### src/common/isa_pkg.sv
package isa_pkg;

    localparam int WORD_W     = 16;
    localparam int REG_ADDR_W = 3;

    // register count of the general file
    localparam int NUM_REGS = 8;

    typedef logic [WORD_W-1:0]     word_t;
    typedef logic [WORD_W-1:0]     addr_t;
    typedef logic [REG_ADDR_W-1:0] reg_addr_t;
    typedef logic [4:0]            opcode_t;
    typedef logic [1:0]            funct_t;

    // ************************************************************************
    // opcodes, bits 15:11
    // ************************************************************************

    localparam opcode_t OP_NOP   = 5'b00001;
    localparam opcode_t OP_B     = 5'b00010;
    localparam opcode_t OP_BEQZ  = 5'b00100;
    localparam opcode_t OP_ADDIU = 5'b01001;
    localparam opcode_t OP_LI    = 5'b01101;
    localparam opcode_t OP_LW    = 5'b10011;
    localparam opcode_t OP_SW    = 5'b11011;
    localparam opcode_t OP_RRR   = 5'b11100;

    // RRR function field, bits 1:0
    localparam funct_t FN_ADDU = 2'b01;
    localparam funct_t FN_SUBU = 2'b11;

    // encoded NOP, also the bubble in IF/ID
    localparam word_t NOP_INST = {OP_NOP, 11'b0};

endpackage

### src/common/pipe_pkg.sv
package pipe_pkg;

    typedef logic [1:0] alu_op_t;
    typedef logic       b_sel_t;
    typedef logic       wb_sel_t;
    typedef logic [1:0] branch_t;

    localparam alu_op_t ALU_ADD    = 2'd0;
    localparam alu_op_t ALU_SUB    = 2'd1;
    // result is operand b, used by LI
    localparam alu_op_t ALU_PASS_B = 2'd2;

    localparam b_sel_t B_SEL_REG = 1'b0;
    localparam b_sel_t B_SEL_IMM = 1'b1;

    localparam wb_sel_t WB_SEL_ALU = 1'b0;
    localparam wb_sel_t WB_SEL_MEM = 1'b1;

    localparam branch_t BR_NONE    = 2'd0;
    localparam branch_t BR_IF_ZERO = 2'd1;
    localparam branch_t BR_ALWAYS  = 2'd2;

endpackage

### src/common/wb_bus_if.sv
`timescale 1ns/1ps

// one register write still in flight down the pipe
interface wb_bus_if
    import isa_pkg::*;
();

    logic      wr_en;
    reg_addr_t wr_addr;
    word_t     wr_data;
    // data comes from memory, not the ALU
    logic      is_load;

    modport producer (output wr_en, output wr_addr, output wr_data, output is_load);
    modport consumer (input wr_en, input wr_addr, input wr_data, input is_load);

endinterface

### src/decode/decode_stage.sv
`timescale 1ns/1ps

module decode_stage
    import isa_pkg::*;
    import pipe_pkg::*;
(
    input  logic      clk_50MHz,
    input  logic      rst,
    input  logic      flush,
    input  logic      stall,
    input  word_t     if_inst,
    input  addr_t     if_pc_next,
    output reg_addr_t rs_addr_a,
    output reg_addr_t rs_addr_b,
    input  word_t     rs_data_a,
    input  word_t     rs_data_b,
    output logic      uses_a,
    output logic      uses_b,
    output alu_op_t   id_ex_alu_op,
    output b_sel_t    id_ex_b_sel,
    output wb_sel_t   id_ex_wb_sel,
    output branch_t   id_ex_branch,
    output logic      id_ex_mem_we,
    output logic      id_ex_mem_re,
    output reg_addr_t id_ex_rd_addr,
    output logic      id_ex_rd_en,
    output reg_addr_t id_ex_rs_a,
    output reg_addr_t id_ex_rs_b,
    output word_t     id_ex_op_a,
    output word_t     id_ex_op_b,
    output word_t     id_ex_imm,
    output addr_t     id_ex_pc_next
);

    opcode_t   opcode;
    funct_t    funct;
    reg_addr_t rz;
    alu_op_t   alu_op;
    b_sel_t    b_sel;
    wb_sel_t   wb_sel;
    branch_t   branch;
    logic      mem_we, mem_re, rd_en;
    reg_addr_t rd_addr;
    word_t     imm;

    assign opcode    = if_inst[15:11];
    assign rs_addr_a = if_inst[10:8];
    assign rs_addr_b = if_inst[7:5];
    assign rz        = if_inst[4:2];
    assign funct     = if_inst[1:0];

    always_comb begin
        alu_op  = ALU_ADD;
        b_sel   = B_SEL_IMM;
        wb_sel  = WB_SEL_ALU;
        branch  = BR_NONE;
        mem_we  = 1'b0;
        mem_re  = 1'b0;
        rd_en   = 1'b0;
        rd_addr = rs_addr_a;
        uses_a  = 1'b0;
        uses_b  = 1'b0;
        imm     = {{8{if_inst[7]}}, if_inst[7:0]};
        case (opcode)
            OP_ADDIU: begin
                rd_en  = 1'b1;
                uses_a = 1'b1;
            end
            OP_LI: begin
                alu_op = ALU_PASS_B;
                rd_en  = 1'b1;
                imm    = {8'b0, if_inst[7:0]};
            end
            OP_RRR: begin
                alu_op  = (funct == FN_SUBU) ? ALU_SUB : ALU_ADD;
                b_sel   = B_SEL_REG;
                rd_addr = rz;
                // other function codes fall back to NOP
                rd_en   = (funct == FN_ADDU) || (funct == FN_SUBU);
                uses_a  = 1'b1;
                uses_b  = 1'b1;
            end
            OP_LW: begin
                wb_sel  = WB_SEL_MEM;
                mem_re  = 1'b1;
                rd_en   = 1'b1;
                rd_addr = rs_addr_b;
                uses_a  = 1'b1;
                imm     = {{11{if_inst[4]}}, if_inst[4:0]};
            end
            OP_SW: begin
                mem_we = 1'b1;
                uses_a = 1'b1;
                // ry is the store data
                uses_b = 1'b1;
                imm    = {{11{if_inst[4]}}, if_inst[4:0]};
            end
            OP_BEQZ: begin
                branch = BR_IF_ZERO;
                uses_a = 1'b1;
            end
            OP_B: begin
                branch = BR_ALWAYS;
                imm    = {{5{if_inst[10]}}, if_inst[10:0]};
            end
            default: ;
        endcase
    end

    // ID/EX, bubble on stall or flush
    always_ff @(posedge clk_50MHz or negedge rst) begin
        if (!rst) begin
            id_ex_branch <= BR_NONE;
            id_ex_mem_we <= 1'b0;
            id_ex_mem_re <= 1'b0;
            id_ex_rd_en  <= 1'b0;
        end else if (stall || flush) begin
            id_ex_branch <= BR_NONE;
            id_ex_mem_we <= 1'b0;
            id_ex_mem_re <= 1'b0;
            id_ex_rd_en  <= 1'b0;
        end else begin
            id_ex_branch <= branch;
            id_ex_mem_we <= mem_we;
            id_ex_mem_re <= mem_re;
            id_ex_rd_en  <= rd_en;
        end
    end

    always_ff @(posedge clk_50MHz) begin
        id_ex_alu_op  <= alu_op;
        id_ex_b_sel   <= b_sel;
        id_ex_wb_sel  <= wb_sel;
        id_ex_rd_addr <= rd_addr;
        id_ex_rs_a    <= rs_addr_a;
        id_ex_rs_b    <= rs_addr_b;
        id_ex_op_a    <= rs_data_a;
        id_ex_op_b    <= rs_data_b;
        id_ex_imm     <= imm;
        id_ex_pc_next <= if_pc_next;
    end

endmodule

### src/decode/reg_file.sv
`timescale 1ns/1ps

module reg_file
    import isa_pkg::*;
(
    input  logic       clk_50MHz,
    input  logic       rst,
    input  reg_addr_t  rd_addr_a,
    input  reg_addr_t  rd_addr_b,
    output word_t      rd_data_a,
    output word_t      rd_data_b,
    wb_bus_if.consumer wb
);

    word_t regs [NUM_REGS];

    always_ff @(posedge clk_50MHz or negedge rst) begin
        if (!rst) begin
            for (int i = 0; i < NUM_REGS; i++) begin
                regs[i] <= '0;
            end
        end else if (wb.wr_en) begin
            regs[wb.wr_addr] <= wb.wr_data;
        end
    end

    // write-through, the WB value is seen in the same cycle
    assign rd_data_a = (wb.wr_en && wb.wr_addr == rd_addr_a) ? wb.wr_data : regs[rd_addr_a];
    assign rd_data_b = (wb.wr_en && wb.wr_addr == rd_addr_b) ? wb.wr_data : regs[rd_addr_b];

endmodule

### src/execute/execute_stage.sv
`timescale 1ns/1ps

module execute_stage
    import isa_pkg::*;
    import pipe_pkg::*;
(
    input  logic       clk_50MHz,
    input  logic       rst,
    input  alu_op_t    id_ex_alu_op,
    input  b_sel_t     id_ex_b_sel,
    input  wb_sel_t    id_ex_wb_sel,
    input  branch_t    id_ex_branch,
    input  logic       id_ex_mem_we,
    input  logic       id_ex_mem_re,
    input  reg_addr_t  id_ex_rd_addr,
    input  logic       id_ex_rd_en,
    input  reg_addr_t  id_ex_rs_a,
    input  reg_addr_t  id_ex_rs_b,
    input  word_t      id_ex_op_a,
    input  word_t      id_ex_op_b,
    input  word_t      id_ex_imm,
    input  addr_t      id_ex_pc_next,
    wb_bus_if.consumer mem_wb,
    wb_bus_if.producer ex_mem,
    output logic       branch_taken,
    output addr_t      branch_target,
    output addr_t      dmem_addr,
    output word_t      dmem_wdata,
    output logic       dmem_we,
    output logic       dmem_re
);

    word_t op_a, op_b, alu_b, alu_y;

    // ************************************************************************
    // forwarding, EX/MEM before MEM/WB before the register file
    // ************************************************************************

    function automatic word_t forward(input reg_addr_t src, input word_t reg_val);
        word_t val;
        val = reg_val;
        // a load in EX/MEM has no data yet, the stall covers that case
        if (ex_mem.wr_en && !ex_mem.is_load && ex_mem.wr_addr == src) begin
            val = ex_mem.wr_data;
        end else if (mem_wb.wr_en && mem_wb.wr_addr == src) begin
            val = mem_wb.wr_data;
        end
        return val;
    endfunction

    assign op_a  = forward(id_ex_rs_a, id_ex_op_a);
    assign op_b  = forward(id_ex_rs_b, id_ex_op_b);
    assign alu_b = (id_ex_b_sel == B_SEL_IMM) ? id_ex_imm : op_b;

    always_comb begin
        case (id_ex_alu_op)
            ALU_SUB:    alu_y = op_a - alu_b;
            ALU_PASS_B: alu_y = alu_b;
            default:    alu_y = op_a + alu_b;
        endcase
    end

    // branch resolution
    always_comb begin
        case (id_ex_branch)
            BR_IF_ZERO: branch_taken = (op_a == '0);
            BR_ALWAYS:  branch_taken = 1'b1;
            default:    branch_taken = 1'b0;
        endcase
    end

    assign branch_target = id_ex_pc_next + id_ex_imm;

    // ************************************************************************
    // EX/MEM
    // ************************************************************************

    always_ff @(posedge clk_50MHz or negedge rst) begin
        if (!rst) begin
            ex_mem.wr_en   <= 1'b0;
            ex_mem.is_load <= 1'b0;
            dmem_we        <= 1'b0;
            dmem_re        <= 1'b0;
        end else begin
            ex_mem.wr_en   <= id_ex_rd_en;
            ex_mem.is_load <= id_ex_rd_en && (id_ex_wb_sel == WB_SEL_MEM);
            dmem_we        <= id_ex_mem_we;
            dmem_re        <= id_ex_mem_re;
        end
    end

    always_ff @(posedge clk_50MHz) begin
        ex_mem.wr_addr <= id_ex_rd_addr;
        ex_mem.wr_data <= alu_y;
        dmem_wdata     <= op_b;
    end

    // memory address is the ALU result held in EX/MEM
    assign dmem_addr = ex_mem.wr_data;

endmodule

### src/fetch/fetch_stage.sv
`timescale 1ns/1ps

module fetch_stage
    import isa_pkg::*;
#(
    parameter addr_t RESET_PC = '0
) (
    input  logic  clk_50MHz,
    input  logic  rst,
    input  logic  stall,
    input  logic  flush,
    input  logic  branch_taken,
    input  addr_t branch_target,
    output addr_t imem_addr,
    input  word_t imem_data,
    output word_t if_inst,
    output addr_t if_pc_next
);

    addr_t pc;
    addr_t pc_plus1;

    assign pc_plus1  = pc + addr_t'(1);
    assign imem_addr = pc;

    // a taken branch wins over a stall
    always_ff @(posedge clk_50MHz or negedge rst) begin
        if (!rst) begin
            pc <= RESET_PC;
        end else if (branch_taken) begin
            pc <= branch_target;
        end else if (!stall) begin
            pc <= pc_plus1;
        end
    end

    // IF/ID
    always_ff @(posedge clk_50MHz or negedge rst) begin
        if (!rst) begin
            if_inst <= NOP_INST;
        end else if (flush) begin
            if_inst <= NOP_INST;
        end else if (!stall) begin
            if_inst <= imem_data;
        end
    end

    always_ff @(posedge clk_50MHz) begin
        if (!stall) begin
            if_pc_next <= pc_plus1;
        end
    end

endmodule

### src/source/cpu_top.sv
`timescale 1ns/1ps

module cpu_top
    import isa_pkg::*;
    import pipe_pkg::*;
#(
    parameter addr_t RESET_PC = '0
) (
    input  logic  clk_50MHz,
    input  logic  rst,
    output addr_t imem_addr,
    input  word_t imem_data,
    output addr_t dmem_addr,
    output word_t dmem_wdata,
    input  word_t dmem_rdata,
    output logic  dmem_we,
    output logic  dmem_re
);

    logic      stall, flush, branch_taken;
    addr_t     branch_target;
    word_t     if_inst;
    addr_t     if_pc_next;
    reg_addr_t rs_addr_a, rs_addr_b;
    word_t     rs_data_a, rs_data_b;
    logic      uses_a, uses_b;

    // ID/EX contents
    alu_op_t   id_ex_alu_op;
    b_sel_t    id_ex_b_sel;
    wb_sel_t   id_ex_wb_sel;
    branch_t   id_ex_branch;
    logic      id_ex_mem_we, id_ex_mem_re, id_ex_rd_en;
    reg_addr_t id_ex_rd_addr, id_ex_rs_a, id_ex_rs_b;
    word_t     id_ex_op_a, id_ex_op_b, id_ex_imm;
    addr_t     id_ex_pc_next;

    wb_bus_if ex_mem_wb ();
    wb_bus_if mem_wb_wb ();

    // ************************************************************************
    // stages
    // ************************************************************************

    fetch_stage #(.RESET_PC(RESET_PC)) fetch_i (
        .clk_50MHz, .rst, .stall, .flush, .branch_taken, .branch_target,
        .imem_addr, .imem_data, .if_inst, .if_pc_next
    );

    decode_stage decode_i (
        .clk_50MHz, .rst, .flush, .stall, .if_inst, .if_pc_next,
        .rs_addr_a, .rs_addr_b, .rs_data_a, .rs_data_b, .uses_a, .uses_b,
        .id_ex_alu_op, .id_ex_b_sel, .id_ex_wb_sel, .id_ex_branch,
        .id_ex_mem_we, .id_ex_mem_re, .id_ex_rd_addr, .id_ex_rd_en,
        .id_ex_rs_a, .id_ex_rs_b, .id_ex_op_a, .id_ex_op_b, .id_ex_imm,
        .id_ex_pc_next
    );

    reg_file reg_file_i (
        .clk_50MHz, .rst,
        .rd_addr_a (rs_addr_a),
        .rd_addr_b (rs_addr_b),
        .rd_data_a (rs_data_a),
        .rd_data_b (rs_data_b),
        .wb        (mem_wb_wb.consumer)
    );

    execute_stage execute_i (
        .clk_50MHz, .rst,
        .id_ex_alu_op, .id_ex_b_sel, .id_ex_wb_sel, .id_ex_branch,
        .id_ex_mem_we, .id_ex_mem_re, .id_ex_rd_addr, .id_ex_rd_en,
        .id_ex_rs_a, .id_ex_rs_b, .id_ex_op_a, .id_ex_op_b, .id_ex_imm,
        .id_ex_pc_next,
        .mem_wb (mem_wb_wb.consumer),
        .ex_mem (ex_mem_wb.producer),
        .branch_taken, .branch_target, .dmem_addr, .dmem_wdata, .dmem_we, .dmem_re
    );

    mem_wb_stage mem_wb_i (
        .clk_50MHz, .rst,
        .ex_mem (ex_mem_wb.consumer),
        .dmem_rdata,
        .mem_wb (mem_wb_wb.producer)
    );

    hazard_unit hazard_i (
        .id_rs_a    (rs_addr_a),
        .id_rs_b    (rs_addr_b),
        .uses_a, .uses_b,
        .ex_rd_addr (id_ex_rd_addr),
        .ex_rd_en   (id_ex_rd_en),
        .ex_is_load (id_ex_mem_re),
        .branch_taken, .stall, .flush
    );

endmodule

### src/source/hazard_unit.sv
`timescale 1ns/1ps

module hazard_unit
    import isa_pkg::*;
(
    input  reg_addr_t id_rs_a,
    input  reg_addr_t id_rs_b,
    input  logic      uses_a,
    input  logic      uses_b,
    input  reg_addr_t ex_rd_addr,
    input  logic      ex_rd_en,
    input  logic      ex_is_load,
    input  logic      branch_taken,
    output logic      stall,
    output logic      flush
);

    logic hit_a, hit_b;

    // ID reads what the load in EX has not fetched yet
    assign hit_a = uses_a && (id_rs_a == ex_rd_addr);
    assign hit_b = uses_b && (id_rs_b == ex_rd_addr);
    assign stall = ex_rd_en && ex_is_load && (hit_a || hit_b);

    // squash IF and ID behind a taken branch
    assign flush = branch_taken;

endmodule

### src/source/mem_wb_stage.sv
`timescale 1ns/1ps

module mem_wb_stage
    import isa_pkg::*;
(
    input  logic              clk_50MHz,
    input  logic              rst,
    wb_bus_if.consumer        ex_mem,
    input  word_t             dmem_rdata,
    wb_bus_if.producer        mem_wb
);

    word_t wb_value;

    // load data is taken straight off the data port
    assign wb_value = ex_mem.is_load ? dmem_rdata : ex_mem.wr_data;

    always_ff @(posedge clk_50MHz or negedge rst) begin
        if (!rst) begin
            mem_wb.wr_en   <= 1'b0;
            mem_wb.is_load <= 1'b0;
        end else begin
            mem_wb.wr_en   <= ex_mem.wr_en;
            mem_wb.is_load <= ex_mem.is_load;
        end
    end

    always_ff @(posedge clk_50MHz) begin
        mem_wb.wr_addr <= ex_mem.wr_addr;
        mem_wb.wr_data <= wb_value;
    end

endmodule
### config.mk
export PLATFORM = sky130hd
export DESIGN_NAME = cpu_top
export DESIGN_NICKNAME = d
export VERILOG_FILES = /design/src/common/isa_pkg.sv /design/src/common/pipe_pkg.sv /design/src/common/wb_bus_if.sv /design/src/decode/decode_stage.sv /design/src/decode/reg_file.sv /design/src/execute/execute_stage.sv /design/src/fetch/fetch_stage.sv /design/src/source/cpu_top.sv /design/src/source/hazard_unit.sv /design/src/source/mem_wb_stage.sv
export SDC_FILE = /design/constraint.sdc
export NUM_CORES = 1
export LEC_CHECK = 0
export ABC_AREA = 1
export BUFFER_PORTS_ARGS = -buffer_cell sky130_fd_sc_hd__buf_2
export CORE_ASPECT_RATIO = 0.8
export CORE_MARGIN = 4
export CORE_UTILIZATION = 60
export DETAILED_ROUTE_END_ITERATION = 10
export PLACE_DENSITY = 0.8
export SETUP_SLACK_MARGIN = 0.3
export SYNTH_ARGS = -nofsm -noshare
export SYNTH_HDL_FRONTEND = slang
export SYNTH_SLANG_ARGS = --single-unit
### constraint.sdc
create_clock -name clk_50MHz -period 9.09 [get_ports clk_50MHz]
set_input_delay 1.818 -clock clk_50MHz [delete_from_list [all_inputs] [get_ports clk_50MHz]]
set_output_delay 1.818 -clock clk_50MHz [all_outputs]
set_load 0.03 [all_outputs]
==> flow_metrics.tcl <==
set metrics [dict create \
    netlist_area_mm2 0.0157 \
    drive_gt1_share_pct 8.83 \
    required_ns 9.52 \
    rsz0062_at_grt "false" \
    io_buffers 83 \
    netlist.area_leader.share_pct 27.0 \
    ys_ff_latch 312 \
    slowest_stage "dfrtp_1" \
    cts_buffers 31 \
    slew_headroom_pct 15.9 \
    cts_tree "done" \
    end_kind "register" \
    post-route-period-util_pct 57.0 \
    outcome "complete, no violations" \
    worst_pin_slew_ns 1.26 \
    synthTopCellsByArea "dfrtp_1 27%, dfxtp_1 16%, nand2_1 10%" \
    hold_path.class "reg2reg" \
    fin_ws_ns 3.91 \
    die_w_um 189 \
    synth_cell_types 45 \
    cts-htree-levels 1 \
    setup_violations 0 \
    ys_seq_area_share_pct 46.3 \
    clk_latency_ns 0.58 \
    routabilityCongestion 0.950 \
    grtUsageMet2_pct 45.7 \
    place_ws_ns 4.04 \
    cap_violations 0 \
    dp_hpwl_um 29400 \
    synth_fp_nets 2097 \
    syn_to_final_growth_pct 9.61 \
    leakage_nw 8.15 \
    synth_edf_count 16 \
    critPathMaxStageDelay_ns 0.84 \
    final_max_slew_viol_count 0 \
    hold_ws_ns 0.339 \
    grt_max_degree 114 \
    first_global_vias 13600 \
    arrival_ns 5.61 \
    critPathKind "reg2reg" \
    synthTopCellsByCount "427 x nand2_1, 320 x o21ai_0, 186 x inv_1" \
    drtIter0Drc 1685 \
    postRouteAntennaNets 0 \
    finalCriticalPeriod_ns 5.18 \
    drc 0 \
    clockRootBuffer "clkbuf_16" \
    peakVddDrop_v 0.000187 \
    wirelength_um 44100 \
    post-cts-setup-buffer-count 0 \
    netlist_instances 2027 \
    ios 84 \
    clock-sinks 312 \
    n_antenna_cell 0 \
    hold_violations 0 \
    clockBufferDepth 3 \
    vias 14300 \
    maxClockFrequency_ghz 0.193 \
    n_fill_cell 2170 \
    gr-max-usage-layer "met2" \
    yosysMostFrequentCell "nand2_1" \
    die_y_um 153 \
    post_cts_resize_count 0 \
    use_met3_pct 5.34 \
    path_cells "inv_1, nand3_1, nor2_1, nand2_2, inv_1, nand2_1, nand3_1, nand2_1, ha_1, nand3_1, nor2_1, nor2_1, xor2_1, ha_1, a21oi_1, nor2_1, a211oi_1, o211ai_1, a31o_2, or2_2, nand3_1, o21ai_0" \
    tns_ns 0 \
    grt.overflow.total 0 \
    postSynthAreaPerCell_um2 7.73 \
    yosys_warnings 0 \
    use_met1_pct 44.6 \
    finClkSkew_ns 0.0145 \
    cp-start-kind "register" \
    start_util_pct 61.4 \
    grt_pass1_wl_um 71400 \
    hold_buffers 0 \
    fp-row-count 52 \
    synth_flop_cell "dfrtp_1" \
    core_area_mm2 0.0255 \
    power_density_mw_per_mm2 272 \
    wire_per_inst_um 18.3 \
    grt_usage_pct 30.2 \
    yosysTopAreaCell "dfrtp_1" \
    vias_per_cell 5.91 \
    firstDrtPassIters 6 \
    synth-async-reset-ratio_pct 54.5 \
    antenna_found_initial 0 \
    crit_fanout 29 \
    clk_pin_slew_ns 0.07 \
    dieArea_mm2 0.0288 \
    layout.nets 2107 \
]
-- cells in the final DEF (no fill, tap or decap), drive strengths merged --
cell	Yosys	routed
a31oi	4	4
nand4	5	5
bufinv	0	1
or2	12	12
a21boi	1	1
a211oi	2	2
xnor2	15	15
nand2	432	432
ha	34	34
a221oi	1	1
buf	28	98
nor3	14	14
a31o	1	1
a22o	1	1
o31ai	4	4
o21ai	339	339
dfxtp	126	126
and3	1	1
o2111ai	1	1
inv	191	194
and2	7	7
edfxtp	16	16
o21a	3	3
clkinv	2	15
dfrtp	169	169
nand3	164	164
o21bai	1	1
fa	2	2
o22ai	11	11
nand3b	1	1
o211ai	66	66
nor2	91	91
dfstp	1	1
a21o	3	3
clkbuf	93	41
a21oi	142	142
xor2	43	43
-- stage by stage --
stage / std cells / cell area, µm² / total power [mW] / util [%]
floorplan: 2027 / 15700 / 2.95 / -
global placement: 2355 / 16200 / 3.33 / 63.4
detailed placement: 2355 / 16200 / 3.38 / 63.4
CTS: 2413 / 17200 / 4.66 / 67.4
global route: 2413 / 17200 / 4.94 / 67.4
finish: 2413 / 17200 / 4.67 / 67.4
-- layer usage --
layer | up-vias | share of wire, %
met3 | 103 | 9.4
met2 | 685 | 44
met5 | - | 0
met4 | 0 | 3.1
li1 | 6786 | -
met1 | 6693 | 44
-- area by class of cell --
cell class                 count  area, µm²  share of cell area (%)
timing repair buffer          98        534                    3.11
multi-input combinational   1401       7190                    41.9
inverter                     193        727                    4.23
sequential                   312       7270                    42.3
clock buffer                  41        876                    5.10
clock inverter                17        144                   0.838
tap                          351        439                    2.56
-- sequential cells by signal, indices dropped and copies added (netlist names), 3 cells and up --
register,count
decode_i.id_ex_pc_next,16
decode_i.id_ex_rd_addr,3
execute_i.dmem_wdata,16
mem_wb_i.mem_wb.wr_addr,3
reg_file_i.regs,128
decode_i.id_ex_imm,11
execute_i.dmem_addr,16
fetch_i.if_pc_next,16
decode_i.id_ex_op_b,16
decode_i.id_ex_rs_a,3
decode_i.id_ex_op_a,16
execute_i.ex_mem.wr_addr,3
mem_wb_i.mem_wb.wr_data,16
fetch_i.imem_addr,16
fetch_i.if_inst,16
decode_i.id_ex_rs_b,3
-- critical path, delay by kind of cell, from the launching register on --
kind                     cells  cell delay (ns)
AO/OA/AOI/OAI                5             1.03
XOR/XNOR                     1             0.18
adder cells (fa/ha/maj)      2             0.55
buffers and inverters        2             0.59
flip-flops                   1             0.84
AND/OR/NAND/NOR             12             1.83
-- cell families after synthesis --
logic type,share of synthesized area (%)
buffers and inverters,7.91
adders and majority gates,2.97
DFF,46.3
and+or+nand+nor,19.5
AOI/OAI and AO/OA,20.0
xor gates and xnor gates,3.24
-- power breakdown --
part	total (mW)	internal (mW)	switching, mW
logic	1.33	0.436	0.898
clock network	1.28	0.714	0.562
registers	2.06	1.79	0.271
total	4.67	2.94	1.73
-- worst paths after layout --
| path | end | slack, ns | start | cells after the start |
|---|---|---|---|---|
| setup / recovery | execute_i.dmem_addr[13] | 3.91 | execute_i.ex_mem.is_load | 22 |
| hold / removal | decode_i.id_ex_pc_next[8] | 0.34 | fetch_i.if_pc_next[8] | 0 |
| setup reg to reg | execute_i.dmem_addr[13] | 3.91 | execute_i.ex_mem.is_load | 22 |
| hold reg to reg | decode_i.id_ex_pc_next[8] | 0.34 | fetch_i.if_pc_next[8] | 0 |
| max in group asynchronous | fetch_i.if_inst[8] | 6.60 | rst | 2 |
| min in group asynchronous | reg_file_i.regs[72] | 1.20 | rst | 1 |
Note: power is estimated with default switching activity, not from simulation.
